$ cat config.mk
export PLATFORM = sky130hd
export DESIGN_NAME = packet_switch_top
export DESIGN_NICKNAME = d
export VERILOG_FILES = /design/src/hw/packet_pkg.sv /design/src/hw/egress_crossbar.sv /design/src/hw/packet_fifo.sv /design/src/hw/packet_switch_top.sv /design/src/hw/switch_arbiter.sv /design/src/hw/switch_port.sv
export SDC_FILE = /design/constraint.sdc
export NUM_CORES = 1
export LEC_CHECK = 0
export BUFFER_PORTS_ARGS = -buffer_cell sky130_fd_sc_hd__buf_2
export CORE_UTILIZATION = 25
export CTS_CLUSTER_SIZE = 8
export DETAILED_ROUTE_END_ITERATION = 16
export PLACE_DENSITY = 0.45
export REMOVE_ABC_BUFFERS = 1
export SETUP_SLACK_MARGIN = 0.2
export SLEW_MARGIN = 20
export SYNTH_ARGS = -nofsm -noshare
export SYNTH_HDL_FRONTEND = slang
export SYNTH_SLANG_ARGS = --single-unit
export TNS_END_PERCENT = 10
$ cat constraint.sdc
create_clock -name clk -period 7.38 [get_ports clk]
set_clock_uncertainty 0.05 [all_clocks]
set_input_delay 1.107 -clock clk [delete_from_list [all_inputs] [get_ports clk]]
set_output_delay 1.107 -clock clk [all_outputs]
set_load 0.01 [all_outputs]
$ cat src/hw/packet_pkg.sv
package packet_pkg;

    // ==============================
    // Switch geometry
    // ==============================

    // Fixed port count, both ingress and egress
    localparam int unsigned num_ports = 4;

    // ==============================
    // Packet word and its fields
    // ==============================

    // One packet word, header in the low byte and payload in the high byte
    typedef logic [15:0] packet_t;

    // Header byte, tag in bits 7:4 and destination mask in bits 3:0
    typedef logic [7:0] header_t;

    // One bit per egress port
    typedef logic [3:0] dst_mask_t;

    // Index of an ingress or egress port
    typedef logic [1:0] port_sel_t;

    // Master to slave side of a Wishbone classic write
    typedef struct packed {
        logic    cyc;
        logic    stb;
        logic    we;
        packet_t dat;
    } wb_req_t;

    // Per-port request machine
    typedef enum logic [1:0] {
        idle     = 2'd0,
        request  = 2'd1,
        transmit = 2'd2
    } state_t;

    function automatic header_t pkt_header(packet_t pkt);
        return pkt[7:0];
    endfunction

    function automatic dst_mask_t pkt_mask(packet_t pkt);
        return pkt[3:0];
    endfunction

endpackage

$ cat src/hw/egress_crossbar.sv
module egress_crossbar (
    input  logic                             clk,
    input  logic                             rst_n,
    input  packet_pkg::packet_t              head [packet_pkg::num_ports],
    input  logic [packet_pkg::num_ports-1:0] out_active,
    input  packet_pkg::port_sel_t            out_sel [packet_pkg::num_ports],
    output logic [packet_pkg::num_ports-1:0] out_valid,
    output packet_pkg::packet_t              out_data [packet_pkg::num_ports]
);

    import packet_pkg::*;

    // ==============================
    // Output registers
    // ==============================

    always_ff @(posedge clk) begin
        if (!rst_n) begin
            out_valid <= '0;
        end else begin
            out_valid <= out_active;
        end
    end

    // Data only loads on a transfer and keeps its last word otherwise
    always_ff @(posedge clk) begin
        for (int o = 0; o < num_ports; o++) begin
            if (out_active[o]) begin
                out_data[o] <= head[out_sel[o]];
            end
        end
    end

    // The delivered packet must actually name this output in its mask,
    // otherwise the select pointed at a port that was not sending here
    for (genvar o = 0; o < num_ports; o++) begin : g_out_chk
        dst_mask_t data_mask;

        assign data_mask = pkt_mask(out_data[o]);

        a_valid_used_sel: assert property (
            @(posedge clk) disable iff (!rst_n)
            out_valid[o] |-> data_mask[o]
        ) else $error("egress_crossbar: output %0d valid with data %h", o, out_data[o]);
    end

endmodule

$ cat src/hw/packet_fifo.sv
module packet_fifo #(
    parameter int depth = 8
) (
    input  logic                clk,
    input  logic                rst_n,
    input  logic                wr_en,
    input  packet_pkg::packet_t wr_data,
    input  logic                rd_en,
    output packet_pkg::packet_t rd_data,
    output logic                full,
    output logic                empty
);

    import packet_pkg::*;

    localparam int aw = $clog2(depth);
    localparam logic [aw:0] full_count = (aw + 1)'(depth);

    packet_t       mem [depth];
    logic [aw-1:0] wr_ptr;
    logic [aw-1:0] rd_ptr;
    logic [aw:0]   count;
    logic          do_wr;
    logic          do_rd;

    // Requests against a full or empty buffer are ignored
    assign do_wr = wr_en && !full;
    assign do_rd = rd_en && !empty;

    assign full  = (count == full_count);
    assign empty = (count == '0);

    // ==============================
    // Pointers and occupancy
    // ==============================

    always_ff @(posedge clk) begin
        if (!rst_n) begin
            wr_ptr <= '0;
            rd_ptr <= '0;
            count  <= '0;
        end else begin
            if (do_wr) begin
                wr_ptr <= wr_ptr + 1'b1;
            end
            if (do_rd) begin
                rd_ptr <= rd_ptr + 1'b1;
            end
            case ({do_wr, do_rd})
                2'b10:   count <= count + 1'b1;
                2'b01:   count <= count - 1'b1;
                default: count <= count;
            endcase
        end
    end

    // ==============================
    // Storage
    // ==============================

    always_ff @(posedge clk) begin
        if (do_wr) begin
            mem[wr_ptr] <= wr_data;
        end
    end

    // Head word is always visible, popping just moves the pointer
    assign rd_data = mem[rd_ptr];

    a_underflow: assert property (
        @(posedge clk) disable iff (!rst_n)
        !(rd_en && empty)
    ) else $error("packet_fifo: read while empty");

    // A word written into an empty buffer is the head on the next cycle
    a_header_coherent: assert property (
        @(posedge clk) disable iff (!rst_n)
        (do_wr && empty) |=> (pkt_header(rd_data) == $past(pkt_header(wr_data)))
    ) else $error("packet_fifo: head header %h wrong after a write into an empty FIFO",
                  pkt_header(rd_data));

endmodule

$ cat src/hw/packet_switch_top.sv
module packet_switch_top #(
    parameter int depth = 8
) (
    input  logic                             clk,
    input  logic                             rst_n,
    input  packet_pkg::wb_req_t              wb [packet_pkg::num_ports],
    output logic [packet_pkg::num_ports-1:0] ack,
    output logic [packet_pkg::num_ports-1:0] out_valid,
    output packet_pkg::packet_t              out_data [packet_pkg::num_ports]
);

    import packet_pkg::*;

    logic [num_ports-1:0] req;
    logic [num_ports-1:0] grant;
    logic [num_ports-1:0] out_active;
    dst_mask_t            req_mask [num_ports];
    packet_t              head [num_ports];
    port_sel_t            out_sel [num_ports];

    // ==============================
    // Ingress ports
    // ==============================

    for (genvar i = 0; i < num_ports; i++) begin : g_port
        switch_port #(
            .depth(depth)
        ) port_i (
            .clk     (clk),
            .rst_n   (rst_n),
            .wb      (wb[i]),
            .grant   (grant[i]),
            .ack     (ack[i]),
            .req     (req[i]),
            .req_mask(req_mask[i]),
            .head    (head[i])
        );
    end

    // ==============================
    // Arbitration and egress
    // ==============================

    switch_arbiter arbiter_i (
        .clk       (clk),
        .rst_n     (rst_n),
        .req       (req),
        .req_mask  (req_mask),
        .grant     (grant),
        .out_active(out_active),
        .out_sel   (out_sel)
    );

    // Head words go straight from the ports, selected by the arbiter
    egress_crossbar crossbar_i (
        .clk       (clk),
        .rst_n     (rst_n),
        .head      (head),
        .out_active(out_active),
        .out_sel   (out_sel),
        .out_valid (out_valid),
        .out_data  (out_data)
    );

endmodule

$ cat src/hw/switch_arbiter.sv
module switch_arbiter (
    input  logic                                  clk,
    input  logic                                  rst_n,
    input  logic [packet_pkg::num_ports-1:0]      req,
    input  packet_pkg::dst_mask_t                 req_mask [packet_pkg::num_ports],
    output logic [packet_pkg::num_ports-1:0]      grant,
    output logic [packet_pkg::num_ports-1:0]      out_active,
    output packet_pkg::port_sel_t                 out_sel [packet_pkg::num_ports]
);

    import packet_pkg::*;

    port_sel_t common_ptr;

    // ==============================
    // Rotating priority pointer
    // ==============================

    // Free-running, so priority moves on whether or not anyone requests
    always_ff @(posedge clk) begin
        if (!rst_n) begin
            common_ptr <= '0;
        end else begin
            common_ptr <= common_ptr + 1'b1;
        end
    end

    // ==============================
    // Grant resolution
    // ==============================

    // Walk the ports from the pointer, a port wins only if none of its
    // outputs was taken by an earlier winner in the same cycle
    always_comb begin
        dst_mask_t claimed;
        port_sel_t p;

        claimed    = '0;
        p          = '0;
        grant      = '0;
        out_active = '0;
        for (int o = 0; o < num_ports; o++) begin
            out_sel[o] = '0;
        end

        for (int i = 0; i < num_ports; i++) begin
            p = common_ptr + port_sel_t'(i);
            if (req[p] && ((req_mask[p] & claimed) == '0)) begin
                grant[p] = 1'b1;
                claimed  = claimed | req_mask[p];
                // One grant drives every output in the mask
                for (int o = 0; o < num_ports; o++) begin
                    if (req_mask[p][o]) begin
                        out_active[o] = 1'b1;
                        out_sel[o]    = p;
                    end
                end
            end
        end
    end

    // ==============================
    // Checks
    // ==============================

    a_ptr_rotates: assert property (
        @(posedge clk) disable iff (!rst_n)
        $past(rst_n) |-> (common_ptr != $past(common_ptr))
    ) else $error("switch_arbiter: common_ptr stuck at %0d", common_ptr);

    for (genvar p = 0; p < num_ports; p++) begin : g_port_chk
        for (genvar o = 0; o < num_ports; o++) begin : g_out_chk
            // Granted multicast must own every output it asked for
            a_coherence: assert property (
                @(posedge clk) disable iff (!rst_n)
                (grant[p] && req_mask[p][o]) |->
                    (out_active[o] && out_sel[o] == port_sel_t'(p))
            ) else $error("switch_arbiter: port %0d granted, output %0d sel %0d active %b",
                          p, o, out_sel[o], out_active[o]);
        end
    end

endmodule

$ cat src/hw/switch_port.sv
module switch_port #(
    parameter int depth = 8
) (
    input  logic                  clk,
    input  logic                  rst_n,
    input  packet_pkg::wb_req_t   wb,
    input  logic                  grant,
    output logic                  ack,
    output logic                  req,
    output packet_pkg::dst_mask_t req_mask,
    output packet_pkg::packet_t   head
);

    import packet_pkg::*;

    state_t state;
    logic   wr_en;
    logic   rd_en;
    logic   full;
    logic   empty;
    logic   zero_mask;

    // ==============================
    // Wishbone ingress
    // ==============================

    // One-cycle ack, then at least one idle cycle before the next one
    always_ff @(posedge clk) begin
        if (!rst_n) begin
            ack <= 1'b0;
        end else begin
            ack <= !ack && wb.cyc && wb.stb && wb.we && !full;
        end
    end

    // Master holds the word until it sees ack, so it is taken on the ack edge
    assign wr_en = ack;

    packet_fifo #(
        .depth(depth)
    ) fifo_i (
        .clk    (clk),
        .rst_n  (rst_n),
        .wr_en  (wr_en),
        .wr_data(wb.dat),
        .rd_en  (rd_en),
        .rd_data(head),
        .full   (full),
        .empty  (empty)
    );

    // ==============================
    // Request machine
    // ==============================

    assign req_mask  = pkt_mask(head);
    assign zero_mask = (req_mask == '0);

    always_ff @(posedge clk) begin
        if (!rst_n) begin
            state <= idle;
        end else begin
            case (state)
                idle: begin
                    if (!empty) begin
                        state <= request;
                    end
                end
                request: begin
                    // Zero mask goes straight to the pop and is dropped
                    if (zero_mask || grant) begin
                        state <= transmit;
                    end
                end
                transmit: state <= idle;
                default:  state <= idle;
            endcase
        end
    end

    assign req   = (state == request) && !zero_mask;
    assign rd_en = (state == transmit);

    a_state_when_empty: assert property (
        @(posedge clk) disable iff (!rst_n)
        empty |-> (state == idle || state == transmit)
    ) else $error("switch_port: state %s with empty FIFO", state.name());

endmodule

==> impl_metrics.toml <==
[floorplan]
die-area_um2 = 113000
die_y_um = 336
num_rows = 122
initial_utilization = 0.252
core_area_um2 = 111000
num_io_pins = 150
dieWidth_um = 336

[cts]
clockBufferDepth = 3
clock-root-buffer = "clkbuf_16"
cts_tree = "built"
cts.clk_slew.worst_paths_ns = 0.06
numCtsBuffers = 91
cts-hold-fix-buffers = 0
cts_setup_buffers = 0
cts.repair.resized = 0
cts.sinks = 646
clk_latency_ns = 0.64
htreeDepth = 3

[placement]
port-buffer-count = 149
dp_hpwl_um = 53400
gp_congestion = 0.868
placed_cell_area_um2 = 30700

[logic_synthesis]
synth.area.top_cells = "edfxtp_1 62%, mux4_2 11%, dfxtp_1 5.0%, mux2i_1 4.6%, mux2_2 2.6%"
ys_async_sr_fraction = 0
ys_seq_area_frac = 0.670
syn_area_per_cell_um2 = 17.4
yosysTopAreaCell = "edfxtp_1"
synth_top_area_share = 0.619
synth.distinct_cells = 69
synthCells = 1601
ys_warn_count = 0
synth_ff_type = "edfxtp_1"
netlist_area_um2 = 27900
synth_edf_count = 576
synth_seq_cells = 646

[route]
antenna_left = 0
drc = 0
drtPass1Iterations = 5
drtIter0Drc = 950
routed_via_density = 4.55
wl_um = 78300
drt-wirelength-per-cell_um = 23.2
vias = 15400

[critical_path]
worstPathCellList = "buf_4 -> mux4_2 -> mux2_4 -> o41a_1 -> mux4_2 -> o21ai_0 -> and3b_1 -> a21oi_1 -> a31o_1 -> o21ba_1 -> a2111oi_4 -> buf_4 -> and3_1 -> a211o_2 -> mux2i_1 -> mux2i_1"
crit_family = "compound AO/OA/AOI/OAI gates"
cp-start-kind = "flop"
worst-setup-path-type = "reg2reg"
crit_buf_inv = 2
slowest_delay_ns = 0.76
slowest_stage = "a211o_2"
crit_fanout = 29
cp.depth = 16
crit_path_end_kind = "flop"
cp_data_arrival_time_ns = 6.74
reg2regPathDepth = 16
cp.required_ns = 7.70

[worst_hold_path]
min_path_type = "reg2reg"
whs_path_depth = 1

[timing]
layout_min_cycle_time_ns = 6.42
fin_crit_sh = 0.870
relSlewSlack = 0.292
rsz0062_at_grt = "no"
timing.setup.tns_ns = 0
clock.fmax_mhz = 156
hold_slack_ns = 0.382
drv_slew = 0
tightest_slew_ns = 1.06
final_hold_viol_count = 0
setup_viol = 0

[global_route]
antenna_found_initial = 18
grt_max_degree = 63
grt-ovfl-total = 0
grt_pass1_vias = 16000
grtUsageTotal = 0.138
grt_pass1_wl_um = 113000

[layout]
design_area_um2 = 33500
layout.nets = 1922
syn_to_final_growth_pct = 19.8
regArea_um2 = 18700
drive_above_1_share = 0.292
multi_input_area_um2 = 8860
fill_cells = 10900

[power_and_ir_drop]
peakVddDrop_v = 0.000151
powerDensity_nw_per_um2 = 255
total_power_mw = 8.54
leakage_nw = 11.0

[run_status]
status = "finished clean"

[run]
drv_cap = 0
-- through the flow --
| stage | cells | setup WS, ns | util |
|---|---|---|---|
| 6_report | 3377 | 0.959 | 0.302 |
| 5_1_grt | 3372 | 0.621 | 0.302 |
| 4_1_cts | 3367 | 0.974 | 0.302 |
| 3_5_place_dp | 3206 | 1.01 | 0.278 |
| 3_3_place_gp | 3204 | 1.06 | 0.278 |
| 2_1_floorplan | 1510 | 0.333 | - |
-- synth_stat cells (all sizes together) (25+ instances only) --
cell type and instances:
a21oi 25, and2 40, buf 49, clkbuf 42
dfxtp 70, edfxtp 576, inv 27, mux2 67
mux2i 128, mux4 150, nand2 68, nor2 52
nor3 28, o21ai 43
-- logic make-up (layout without fill, tap and decap cells) --
| logic type | count (synthesis) | count (layout) | synth area share |
|---|---|---|---|
| xor gates and xnor gates | 27 | 27 | 0.00847 |
| and+or+nand+nor | 261 | 261 | 0.0470 |
| buffers and inverters | 119 | 402 | 0.0207 |
| other | 0 | 5 | 0 |
| DFF | 646 | 646 | 0.670 |
| adders and majority gates | 28 | 28 | 0.0136 |
| AOI/OAI and AO/OA | 175 | 175 | 0.0444 |
| muxes | 345 | 345 | 0.196 |
-- registers in the layout (all words and copies together) (netlist names), named ones only --
register and flops:
g_port.port_i.fifo_i.mem 512, crossbar_i.out_data 64, g_port.port_i.fifo_i.count 16, g_port.port_i.fifo_i.rd_ptr 12
g_port.port_i.fifo_i.wr_ptr 12, g_port.port_i.state 8, crossbar_i.out_valid 4, g_port.port_i.ack 4
arbiter_i.common_ptr 2
-- area by class of cell --
| cell class | instances | area share |
|---|---|---|
| diodes | 5 | 0.000374 |
| clock buffers | 155 | 0.0765 |
| clock inverters | 6 | 0.00209 |
| inverters | 28 | 0.00314 |
| multi-input cells | 836 | 0.265 |
| flip-flops and latches | 646 | 0.559 |
| well taps | 1488 | 0.0556 |
| repair buffers | 213 | 0.0384 |
-- final timing paths --
kind                        start                 endpoint  slack, ns
max                          flop  crossbar_i.out_data[55]       0.96
min          g_port[1].port_i.ack     g_port[1].port_i.ack       0.38
max reg2reg                  flop  crossbar_i.out_data[55]       0.96
min reg2reg  g_port[1].port_i.ack     g_port[1].port_i.ack       0.38
-- layout by cell type, fill, tap and decap left out, types with 15 or more instances in the layout --
master       n
a21oi_1     25
and2_1      40
buf_2      149
buf_4       56
clkbuf_1    62
clkbuf_16   93
dfxtp_1     66
edfxtp_1   576
ha_1        24
inv_1       27
mux2_2      64
mux2i_1    128
mux4_2     136
nand2_1     68
nand2b_1    22
nor2_1      50
o211ai_1    15
o21ai_0     37
xnor2_1     19
-- power breakdown --
part	leakage [nW]	switching, mW	total (mW)	internal (mW)
clock network	1.25	1.52	3.86	2.34
logic	4.00	0.357	0.557	0.200
registers	5.77	0.0491	4.12	4.07
total	11.0	1.93	8.54	6.61
-- per-layer routing --
metal	up-vias	GRT usage	share of wire
li1	6879	-	-
met1	7967	0.175	0.44
met2	388	0.239	0.50
met3	121	0.0234	0.043
met4	10	0.0415	0.022
met5	-	0	0.00082
Note: power is estimated with default switching activity, not from simulation.
